File: src/design/stq_consts.svh
`ifndef STQ_CONSTS_SVH
`define STQ_CONSTS_SVH

// queue depth
`define STQ_ENTRIES 4

// store address width
`define STQ_ADDR_W 32

// store data width, one strobe bit per byte
`define STQ_DATA_W 32

`endif

File: src/design/stq_pkg.sv
package stq_pkg;

`include "stq_consts.svh"

  // index and occupancy widths
  localparam int IDX_W = $clog2(`STQ_ENTRIES);
  localparam int CNT_W = $clog2(`STQ_ENTRIES + 1);

  typedef logic [IDX_W-1:0]           stq_idx_t;
  typedef logic [CNT_W-1:0]           stq_cnt_t;
  typedef logic [`STQ_ENTRIES-1:0]    stq_oh_t;

  typedef logic [`STQ_ADDR_W-1:0]     addr_t;
  typedef logic [`STQ_DATA_W-1:0]     data_t;
  typedef logic [`STQ_DATA_W/8-1:0]   strb_t;

  // access size code
  typedef logic [1:0] st_size_t;

  localparam st_size_t SIZE_BYTE = 2'd0;
  localparam st_size_t SIZE_HALF = 2'd1;
  localparam st_size_t SIZE_WORD = 2'd2;

  // entry lifecycle
  typedef enum logic [2:0] {
    STQ_FREE        = 3'd0,
    STQ_WAIT_EXEC   = 3'd1,
    STQ_WAIT_COMMIT = 3'd2,
    STQ_COMMITTED   = 3'd3,
    STQ_DRAINING    = 3'd4
  } stq_state_e;

endpackage

File: src/design/stq_upd_if.sv
`timescale 1ns/1ns

interface stq_upd_if;
  import stq_pkg::*;

  // one-hot commands, one bit per entry
  stq_oh_t  alloc_oh;
  stq_oh_t  exec_oh;
  stq_oh_t  commit_oh;
  stq_oh_t  drain_oh;
  stq_oh_t  free_oh;

  // drops every uncommitted entry
  logic     flush;

  // execute payload shared by all entries
  addr_t    exec_addr;
  data_t    exec_data;
  st_size_t exec_size;

  modport ctrl (
    output alloc_oh, exec_oh, commit_oh, drain_oh, free_oh,
    output flush,
    output exec_addr, exec_data, exec_size
  );

  modport entry (
    input alloc_oh, exec_oh, commit_oh, drain_oh, free_oh,
    input flush,
    input exec_addr, exec_data, exec_size
  );

endinterface

File: src/design/stq_entry.sv
`timescale 1ns/1ns

module stq_entry #(
  parameter int ENTRY_IDX = 0
) (
  input  logic                 i_clk,
  input  logic                 i_reset_n,

  stq_upd_if.entry             upd,

  output stq_pkg::stq_state_e  o_state,
  output stq_pkg::addr_t       o_addr,
  output stq_pkg::data_t       o_data,
  output stq_pkg::st_size_t    o_size
);
  import stq_pkg::*;

  stq_state_e r_state;
  addr_t      r_addr;
  data_t      r_data;
  st_size_t   r_size;

  logic w_alloc;
  logic w_exec;
  logic w_commit;
  logic w_drain;
  logic w_free;

  // this entry's slice of each command
  assign w_alloc  = upd.alloc_oh[ENTRY_IDX];
  assign w_exec   = upd.exec_oh[ENTRY_IDX];
  assign w_commit = upd.commit_oh[ENTRY_IDX];
  assign w_drain  = upd.drain_oh[ENTRY_IDX];
  assign w_free   = upd.free_oh[ENTRY_IDX];

  always_ff @(posedge i_clk or negedge i_reset_n) begin
    if (!i_reset_n) begin
      r_state <= STQ_FREE;
    end else begin
      case (r_state)
        STQ_FREE: begin
          if (w_alloc) begin
            r_state <= STQ_WAIT_EXEC;
          end
        end
        STQ_WAIT_EXEC: begin
          if (upd.flush) begin
            r_state <= STQ_FREE;
          end else if (w_exec) begin
            r_state <= STQ_WAIT_COMMIT;
          end
        end
        STQ_WAIT_COMMIT: begin
          if (upd.flush) begin
            r_state <= STQ_FREE;
          end else if (w_commit) begin
            r_state <= STQ_COMMITTED;
          end
        end
        // past commit a flush no longer applies
        STQ_COMMITTED: begin
          if (w_drain) begin
            r_state <= STQ_DRAINING;
          end
        end
        STQ_DRAINING: begin
          if (w_free) begin
            r_state <= STQ_FREE;
          end
        end
        default: begin
          r_state <= STQ_FREE;
        end
      endcase
    end
  end

  // payload is taken on the way into WAIT_COMMIT
  always_ff @(posedge i_clk) begin
    if (w_exec && r_state == STQ_WAIT_EXEC && !upd.flush) begin
      r_addr <= upd.exec_addr;
      r_data <= upd.exec_data;
      r_size <= upd.exec_size;
    end
  end

  assign o_state = r_state;
  assign o_addr  = r_addr;
  assign o_data  = r_data;
  assign o_size  = r_size;

endmodule

File: src/design/stq_ctrl.sv
`timescale 1ns/1ns
`include "stq_consts.svh"

module stq_ctrl (
  input  logic                 i_clk,
  input  logic                 i_reset_n,

  input  logic                 i_disp_valid,
  output logic                 o_disp_ready,
  output stq_pkg::stq_idx_t    o_disp_idx,

  input  logic                 i_ex_valid,
  input  stq_pkg::stq_idx_t    i_ex_idx,
  input  stq_pkg::addr_t       i_ex_addr,
  input  stq_pkg::data_t       i_ex_data,
  input  stq_pkg::st_size_t    i_ex_size,

  input  logic                 i_commit_valid,
  input  logic                 i_flush,

  input  stq_pkg::stq_state_e  i_entry_state [`STQ_ENTRIES],
  input  logic                 i_drain_busy,
  input  logic                 i_drain_accept,
  output stq_pkg::stq_idx_t    o_head_idx,
  output logic                 o_drain_load,

  stq_upd_if.ctrl              upd
);
  import stq_pkg::*;

  // tail allocates, cmt commits next, head drains next
  stq_idx_t r_tail;
  stq_idx_t r_cmt;
  stq_idx_t r_head;
  stq_cnt_t r_count;

  stq_cnt_t w_kept;
  logic     w_disp;

  function automatic stq_idx_t inc_idx(input stq_idx_t idx);
    if (idx == stq_idx_t'(`STQ_ENTRIES - 1)) begin
      return '0;
    end
    return idx + stq_idx_t'(1);
  endfunction

  assign o_disp_ready = (r_count != stq_cnt_t'(`STQ_ENTRIES));
  assign o_disp_idx   = r_tail;
  assign w_disp       = i_disp_valid & o_disp_ready;

  // head is committed and nothing sits in the output register
  assign o_drain_load = (i_entry_state[r_head] == STQ_COMMITTED) & !i_drain_busy;
  assign o_head_idx   = r_head;

  assign upd.alloc_oh  = w_disp ? (stq_oh_t'(1) << r_tail) : '0;
  assign upd.exec_oh   = i_ex_valid ? (stq_oh_t'(1) << i_ex_idx) : '0;
  assign upd.commit_oh = i_commit_valid ? (stq_oh_t'(1) << r_cmt) : '0;
  assign upd.drain_oh  = o_drain_load ? (stq_oh_t'(1) << r_head) : '0;
  assign upd.free_oh   = i_drain_accept ? (stq_oh_t'(1) << r_head) : '0;
  assign upd.flush     = i_flush;
  assign upd.exec_addr = i_ex_addr;
  assign upd.exec_data = i_ex_data;
  assign upd.exec_size = i_ex_size;

  // entries that survive a flush
  always_comb begin
    w_kept = '0;
    for (int i = 0; i < `STQ_ENTRIES; i++) begin
      if (i_entry_state[i] == STQ_COMMITTED || i_entry_state[i] == STQ_DRAINING) begin
        w_kept = w_kept + stq_cnt_t'(1);
      end
    end
  end

  always_ff @(posedge i_clk or negedge i_reset_n) begin
    if (!i_reset_n) begin
      r_tail  <= '0;
      r_cmt   <= '0;
      r_head  <= '0;
      r_count <= '0;
    end else begin
      if (i_flush) begin
        r_tail <= r_cmt;
      end else if (w_disp) begin
        r_tail <= inc_idx(r_tail);
      end

      if (i_commit_valid) begin
        r_cmt <= inc_idx(r_cmt);
      end

      if (i_drain_accept) begin
        r_head <= inc_idx(r_head);
      end

      // a drain may finish in the flush cycle
      if (i_flush) begin
        r_count <= w_kept - stq_cnt_t'(i_drain_accept);
      end else begin
        r_count <= r_count + stq_cnt_t'(w_disp) - stq_cnt_t'(i_drain_accept);
      end
    end
  end

endmodule

File: src/design/stq_drain.sv
`timescale 1ns/1ns
`include "stq_consts.svh"

module stq_drain (
  input  logic               i_clk,
  input  logic               i_reset_n,

  input  logic               i_load,
  input  stq_pkg::addr_t     i_addr,
  input  stq_pkg::data_t     i_data,
  input  stq_pkg::st_size_t  i_size,

  output logic               o_accept,
  output logic               o_busy,

  output logic               o_mem_valid,
  input  logic               i_mem_ready,
  output stq_pkg::addr_t     o_mem_addr,
  output stq_pkg::data_t     o_mem_data,
  output stq_pkg::strb_t     o_mem_strb
);
  import stq_pkg::*;

  logic  r_valid;
  addr_t r_addr;
  data_t r_data;
  strb_t r_strb;

  strb_t w_strb;
  data_t w_data;

  // lanes from size and low address bits
  always_comb begin
    case (i_size)
      SIZE_BYTE: begin
        w_strb = strb_t'(1) << i_addr[1:0];
        w_data = {(`STQ_DATA_W/8){i_data[7:0]}};
      end
      SIZE_HALF: begin
        w_strb = strb_t'(3) << {i_addr[1], 1'b0};
        w_data = {(`STQ_DATA_W/16){i_data[15:0]}};
      end
      SIZE_WORD: begin
        w_strb = '1;
        w_data = i_data;
      end
      default: begin
        w_strb = '1;
        w_data = i_data;
      end
    endcase
  end

  assign o_accept = r_valid & i_mem_ready;

  always_ff @(posedge i_clk or negedge i_reset_n) begin
    if (!i_reset_n) begin
      r_valid <= 1'b0;
    end else if (i_load) begin
      r_valid <= 1'b1;
    end else if (o_accept) begin
      r_valid <= 1'b0;
    end
  end

  // held until the handshake completes
  always_ff @(posedge i_clk) begin
    if (i_load) begin
      r_addr <= i_addr;
      r_data <= w_data;
      r_strb <= w_strb;
    end
  end

  assign o_busy      = r_valid;
  assign o_mem_valid = r_valid;
  assign o_mem_addr  = r_addr;
  assign o_mem_data  = r_data;
  assign o_mem_strb  = r_strb;

endmodule

File: src/design/stq_top.sv
`timescale 1ns/1ns
`include "stq_consts.svh"

module stq_top (
  input  logic               i_clk,
  input  logic               i_reset_n,

  input  logic               i_disp_valid,
  output logic               o_disp_ready,
  output stq_pkg::stq_idx_t  o_disp_idx,

  input  logic               i_ex_valid,
  input  stq_pkg::stq_idx_t  i_ex_idx,
  input  stq_pkg::addr_t     i_ex_addr,
  input  stq_pkg::data_t     i_ex_data,
  input  stq_pkg::st_size_t  i_ex_size,

  input  logic               i_commit_valid,
  input  logic               i_flush,

  output logic               o_mem_valid,
  input  logic               i_mem_ready,
  output stq_pkg::addr_t     o_mem_addr,
  output stq_pkg::data_t     o_mem_data,
  output stq_pkg::strb_t     o_mem_strb
);
  import stq_pkg::*;

  stq_state_e w_entry_state [`STQ_ENTRIES];
  addr_t      w_entry_addr  [`STQ_ENTRIES];
  data_t      w_entry_data  [`STQ_ENTRIES];
  st_size_t   w_entry_size  [`STQ_ENTRIES];

  stq_idx_t   w_head_idx;
  logic       w_drain_load;
  logic       w_drain_busy;
  logic       w_drain_accept;

  stq_upd_if u_upd ();

  stq_ctrl u_ctrl (
    .i_clk          (i_clk),
    .i_reset_n      (i_reset_n),
    .i_disp_valid   (i_disp_valid),
    .o_disp_ready   (o_disp_ready),
    .o_disp_idx     (o_disp_idx),
    .i_ex_valid     (i_ex_valid),
    .i_ex_idx       (i_ex_idx),
    .i_ex_addr      (i_ex_addr),
    .i_ex_data      (i_ex_data),
    .i_ex_size      (i_ex_size),
    .i_commit_valid (i_commit_valid),
    .i_flush        (i_flush),
    .i_entry_state  (w_entry_state),
    .i_drain_busy   (w_drain_busy),
    .i_drain_accept (w_drain_accept),
    .o_head_idx     (w_head_idx),
    .o_drain_load   (w_drain_load),
    .upd            (u_upd.ctrl)
  );

  for (genvar i = 0; i < `STQ_ENTRIES; i++) begin : g_entry
    stq_entry #(.ENTRY_IDX(i)) u_entry (
      .i_clk     (i_clk),
      .i_reset_n (i_reset_n),
      .upd       (u_upd.entry),
      .o_state   (w_entry_state[i]),
      .o_addr    (w_entry_addr[i]),
      .o_data    (w_entry_data[i]),
      .o_size    (w_entry_size[i])
    );
  end

  // head entry feeds the output register
  stq_drain u_drain (
    .i_clk       (i_clk),
    .i_reset_n   (i_reset_n),
    .i_load      (w_drain_load),
    .i_addr      (w_entry_addr[w_head_idx]),
    .i_data      (w_entry_data[w_head_idx]),
    .i_size      (w_entry_size[w_head_idx]),
    .o_accept    (w_drain_accept),
    .o_busy      (w_drain_busy),
    .o_mem_valid (o_mem_valid),
    .i_mem_ready (i_mem_ready),
    .o_mem_addr  (o_mem_addr),
    .o_mem_data  (o_mem_data),
    .o_mem_strb  (o_mem_strb)
  );

endmodule

File: config.mk
export PLATFORM = sky130hd
export DESIGN_NAME = stq_top
export DESIGN_NICKNAME = d
export VERILOG_FILES = /design/src/design/stq_pkg.sv /design/src/design/stq_upd_if.sv /design/src/design/stq_entry.sv /design/src/design/stq_ctrl.sv /design/src/design/stq_drain.sv /design/src/design/stq_top.sv
export VERILOG_INCLUDE_DIRS = /design/src /design/src/design
export SDC_FILE = /design/constraint.sdc
export NUM_CORES = 1
export LEC_CHECK = 0
export BUFFER_PORTS_ARGS = -buffer_cell sky130_fd_sc_hd__buf_2
export CORE_UTILIZATION = 35
export CTS_BUF_LIST = sky130_fd_sc_hd__clkbuf_8
export DETAILED_ROUTE_END_ITERATION = 6
export GPL_ROUTABILITY_DRIVEN = 0
export SETUP_SLACK_MARGIN = 0.1
export SLEW_MARGIN = 5
export SYNTH_ARGS = -nofsm -noshare
export SYNTH_HDL_FRONTEND = slang
export SYNTH_SLANG_ARGS = --single-unit
export TNS_END_PERCENT = 30
File: constraint.sdc
create_clock -name i_clk -period 7.1 [get_ports i_clk]
set_clock_uncertainty 0.1 [all_clocks]
set_input_delay 1.42 -clock i_clk [delete_from_list [all_inputs] [get_ports i_clk]]
set_output_delay 1.42 -clock i_clk [all_outputs]
set_load 0.02 [all_outputs]
Word-level counts from Yosys, hierarchy flattened
Cells that the tools add are included.

cells by class
  add/sub/neg operators = 9
  shifts and indexed selects = 6
  multiply operators = 0
  reductions and logical operators = 25
  $lt $le $gt $ge = 1
  muxes and demuxes = 73
  equality and inequality tests = 42
  div/mod/pow operators = 0
  bitwise operators = 4

operators by type and width
  operator               count
  $bmux W32 S2           2
  $mux W32               4
  $mux W3                34
  $pmux W32 S2           1
  $pmux W3 S5            4
  $eq A3 B2 Y1 const B   9
  $ne A3 B3 Y1 const B   7
  $mux W2                10
  $mux W4                5
  $reduce_and A5 Y1      4
  $shl A1 B2 Y4 const A  5
  $ne A2 B2 Y1 const B   9
  $eq A3 B1 Y1 const B   4
  $eq A3 B3 Y1 const B   4
  $logic_not A3 Y1       4
  $mux W1                10
  $logic_and A1 B1 Y1    8
  $pmux W4 S2            1
  $add A2 B1 Y2 const B  3
  $add A3 B1 Y3 const B  2
  $bmux W3 S2            1
  $eq A2 B2 Y1 const B   3
  $ne A2 B1 Y1 const B   3
  $ne A3 B2 Y1 const B   2
  13 further kinds       21

storage, ports and cells
  latch bits = 0
  word-level logic and storage cells = 184
  RAM bits = 0
  input bits = 75
  flip-flop bits (word level) = 354
  memories kept = 0
  ROM bits = 0

Longest topological paths before layout
  depth after elaboration = 11
  gate-level depth with buffers = 14

Hierarchy
A second synthesis with hierarchy kept.

second synthesis, totals
  cells, all modules = 763
  area, all modules = 14549.0 µm²

modules (own cells, without submodules)
  module                              cells an instance  sequential area each (µm²)  area an instance (µm²)  times used
  stq_entry (g_entry[0].u_entry ...)  90                 2057.0                      2204.6                  2
  stq_entry (g_entry[2].u_entry ...)  88                 2057.0                      2188.3                  2
  stq_drain                           125                2067.0                      2563.7                  1
  stq_ctrl                            202                225.2                       1609.0                  1
  stq_top                             80                 0.0                         1590.3                  1

Worst setup path before layout
No wires, ideal clock.

  kind = input-to-reg
  start point = in i_flush
  end point = reg g_entry[0].u_entry.r_addr[0], enable pin
  required time = 6347 ps
  stages on the path = 3
  arrival = 8185 ps
  library setup time = 653 ps
  slack = -1837 ps
  cell sequence = buf_1 > buf_1 > nor4_1

on the way
  longest elaborated chain between the ends = 2

ends and longest elaborated chain
  item                  line             source
  from (decl)           stq_top.sv:19    input logic i_flush,
  $logic_not A1 Y1      stq_entry.sv:80  if (w_exec && r_state == STQ_WAIT_EXEC && !upd.flush) begin
  $logic_and A1 B1 Y1   stq_entry.sv:80
  to (signal assigned)  stq_entry.sv:81  r_addr <= upd.exec_addr;
  to (decl)             stq_entry.sv:19  addr_t r_addr;

Every way passes these cells.
A chain may end at the register's enable or synchronous reset.

Final worst setup path
  start point = reg u_ctrl.r_head[0], in the netlist u_ctrl.o_head_idx[0]
  end point = reg u_drain.r_data[14], in the netlist u_drain.o_mem_data[14], data pin

on the way
  longest elaborated chain between the ends = 6
  elaborated cells between the ends (all ways) = 10
  classes of those cells = eq/ne: 1; mux: 7; bitwise: 1; reduce/logical: 1

ends and longest elaborated chain
  item                                              line                          source
  from (decl)                                       stq_ctrl.sv:34                stq_idx_t r_head;
  from (signal assigned)                            stq_ctrl.sv:93                r_head <= inc_idx(r_head);
  $not A2 Y3 (implied by the code) (*)              stq_top.sv:80, stq_top.sv:81
  $bmux W2 S2                                       stq_top.sv:81                 .i_size (w_entry_size[w_head_idx]),
  $mux W2 (implied by the code) (2 in a row)        stq_top.sv:81
  $eq A2 B1 Y1 or $logic_not A2 Y1 (tied branches)  stq_drain.sv:34               case (i_size)
  $pmux W32 S2 (*)                                  stq_drain.sv:34
  named net u_drain.w_data[14]                      stq_drain.sv:30               data_t w_data;
  to (signal assigned)                              stq_drain.sv:70               r_data <= w_data;
  to (decl)                                         stq_drain.sv:26               data_t r_data;

The timed path passes the listed nets; every way through them passes the cells marked *. The select of a mux whose other input is x is not followed.

==> results.py <==
metrics = {
    "yosys": {
        "synth_top_cell_by_area": "edfxtp_1",
        "seq_area_frac_synth_pct": 76.3,
        "yosys_most_used_dff": "edfxtp_1",
        "ys_seq_elements": 354,
        "synth_enable_flop_cells": 332,
        "syn_nets": 769,
        "yosys-top-cells-count": "edfxtp_1 (332), mux4_2 (66), nand2_1 (24)",
        "avgSynthCellArea_um2": 20.5,
        "synth_cells": 672,
        "netlist_area_mm2": 0.0138,
        "yosysWarningCount": 0,
        "yosys-top-cells-area": "edfxtp_1 (72%), mux4_2 (11%), dfrtp_1 (4.0%)",
        "synth_top_area_share_pct": 72.3,
        "synthDistinctLibCells": 61,
        "synth.most_common_cell": "edfxtp_1",
        "async_reset_ff_share_pct": 6.21,
    },
    "sta": {
        "setup_ws_ns": 3.56,
        "post-route-period-util_pct": 49.9,
        "worst_slew_margin_rel_pct": 26.9,
        "hold_ws_ns": 0.473,
        "finalHoldViolations": 0,
        "finalMaxSlewViolations": 0,
        "tightestPinTransition_ns": 1.10,
        "period_needed_ns": 3.54,
        "fmax_mhz": 283,
        "rsz0062_at_grt": "false",
        "setup_violations": 0,
        "finalSetupTns_ns": 0,
    },
    "clocking": {
        "path_clk_slew_ns": 0.06,
        "cts_sinks": 354,
        "clk_latency_ns": 0.63,
        "cts_resized": 0,
        "cts_root_buf": "clkbuf_8",
        "htreeDepth": 2,
        "cts_tree": "done",
        "cts_buffer_depth": 3,
        "cts_made_buffers": 57,
        "postCtsSetupBuffers": 0,
        "postCtsHoldBufs": 0,
    },
    "status": {
        "outcome": "complete, no violations",
    },
    "finish": {
        "stdcell_count": 1420,
        "drive_gt1_share_pct": 36.0,
        "nFillCells": 3523,
        "finalNetCount": 955,
        "syn_to_final_growth_pct": 17.7,
    },
    "worst_hold_path": {
        "min-delay-path-class": "reg2reg",
        "min-delay-start": "g_entry[0].u_entry.o_state[2]$_DFFE_PN0P_",
    },
    "placed_design": {
        "place_inst": 1317,
        "dpl_worst_slack_ns": 3.18,
        "hpwl_mm": 16.9,
        "port_buffers": 146,
    },
    "setup_path": {
        "worstPathRequired_ns": 7.39,
        "cp.arrival_ns": 3.83,
        "startpoint_type": "flop",
        "endpoint_kind": "flop",
        "crit_type": "reg2reg",
        "crit_start": "u_ctrl.o_head_idx[0]$_DFFE_PN0P_",
        "cp_max_fo": 45,
        "worstReg2RegStart": "u_ctrl.o_head_idx[0]$_DFFE_PN0P_",
    },
    "routing": {
        "drt_iter0_drc": 266,
        "wl_per_cell_um": 20.2,
        "antenna_left": 0,
        "routed-via-count": 6758,
        "drc": 0,
        "drt_first_pass_iters": 4,
        "totalWireLength_mm": 28.6,
        "routed_via_density": 4.76,
    },
    "global_routing": {
        "antenna_found_initial": 11,
        "grt_pass1_wl_mm": 43.8,
        "track_usage_pct": 14.6,
        "grt_overflow_total": 0,
        "grt_pass1_vias": 7258,
        "grt_max_degree": 71,
    },
    "power_and_ir_drop": {
        "p_leak_uw": 0.00563,
        "peakVddDrop_v": 0.000146,
        "total_power_uw": 5450,
        "power_density_mw_per_mm2": 336,
    },
    "floorplan": {
        "die_area_mm2": 0.0402,
        "rows": 72,
        "die_h_um": 200,
        "start_util_pct": 35.6,
        "pin_count": 147,
        "design.core.area_mm2": 0.0387,
        "fp.dieW_um": 200,
    },
    "job": {
        "cap_violations": 0,
    },
}
## routing by layer
layer | track usage, % | share of wire (%) | up-vias
met1 | 18.7 | 43 | 3390
met5 | 0 | 0.39 | -
met3 | 4.64 | 6.4 | 74
met4 | 5.92 | 2.7 | 16
li1 | - | - | 3107
met2 | 22.9 | 47 | 171
## placed cells by master (no fill, tap or decap), types with 3 or more instances in the layout
master	Yosys	layout
nor2_1	17	16
o21ai_0	17	17
nand2b_1	7	7
bufinv_16	0	4
clkinv_2	0	8
edfxtp_1	332	332
ha_1	21	21
nand3_1	7	7
nor3_1	4	4
o211ai_1	5	5
mux4_2	66	66
mux2_2	17	17
clkbuf_8	0	58
buf_4	8	7
inv_1	19	29
o21ai_1	3	3
clkinv_1	0	19
nor2b_1	5	5
a21oi_1	10	10
nand2_1	24	23
mux2i_1	10	10
dfrtp_1	22	20
a21boi_0	3	3
buf_2	9	146
nand3b_1	6	6
## worst max-delay path, stage by stage, from the launching register on
cell     delay, ns
dfrtp_4       0.81
buf_4         0.82
mux4_2        0.86
nor2_8        0.28
mux2_2        0.37
## cell families (layout without fill, tap and decap cells)
kind of cell               after synthesis  after routing  synth area share (%)
DFF                                    354            354                  76.3
muxes                                   94             94                  13.0
and+or+nand+nor                         92             92                  3.78
AOI/OAI and AO/OA                       60             60                  2.85
buffers and inverters                   45            273                  1.58
adders and majority gates               22             22                  2.05
xor gates and xnor gates                 5              5                 0.418
other                                    0              2                     0
## path summary, 6_finish.rpt
| check | endpoint | slack [ns] | depth (start not counted) |
|---|---|---|---|
| max in group asynchronous | u_ctrl.o_head_idx[0]$_DFFE_PN0P_ | 5.82 | 1 |
| hold reg to reg | g_entry[0].u_entry.o_state[1]$_DFFE_PN0P_ | 0.47 | 1 |
| setup / recovery | u_drain.o_mem_data[14]$_DFFE_PP_ | 3.56 | 4 |
| setup reg to reg | u_drain.o_mem_data[14]$_DFFE_PP_ | 3.56 | 4 |
| min in group asynchronous | u_ctrl.o_disp_idx[1]$_DFFE_PN0P_ | 0.67 | 1 |
| hold / removal | g_entry[0].u_entry.o_state[1]$_DFFE_PN0P_ | 0.47 | 1 |
## through the flow
step,instance area (um^2),utilization [%]
after floorplan,13800,-
after global placement,15100,39.0
after detailed placement,15100,39.0
after CTS,16200,41.9
after global routing,16200,41.9
final,16200,41.9
## report_power, final
| group | internal [uW] | switching (uW) | total (uW) |
|---|---|---|---|
| sequential | 2450 | 126 | 2580 |
| combinational | 572 | 589 | 1160 |
| clock | 908 | 804 | 1710 |
| total | 3930 | 1520 | 5450 |
## cell type report
type	count	area [um^2]	area share [%]
antenna	2	5.00	0.0308
clock buffer	58	798	4.92
clock inverter	43	302	1.86
inverter	19	71.3	0.440
multi-input combinational	273	3090	19.0
sequential	354	10500	64.9
tap	518	648	3.99
timing repair buffer	153	783	4.83
## registers in the layout, summed over array words and instances, names as in the netlist, 3 cells and up
signal,flops
g_entry.u_entry.o_addr,128
g_entry.u_entry.o_data,128
g_entry.u_entry.o_size,8
g_entry.u_entry.o_state,12
u_ctrl.r_count,3
u_drain.o_mem_addr,32
u_drain.o_mem_data,32
u_drain.o_mem_strb,4
Note: power is estimated with default switching activity, not from simulation.
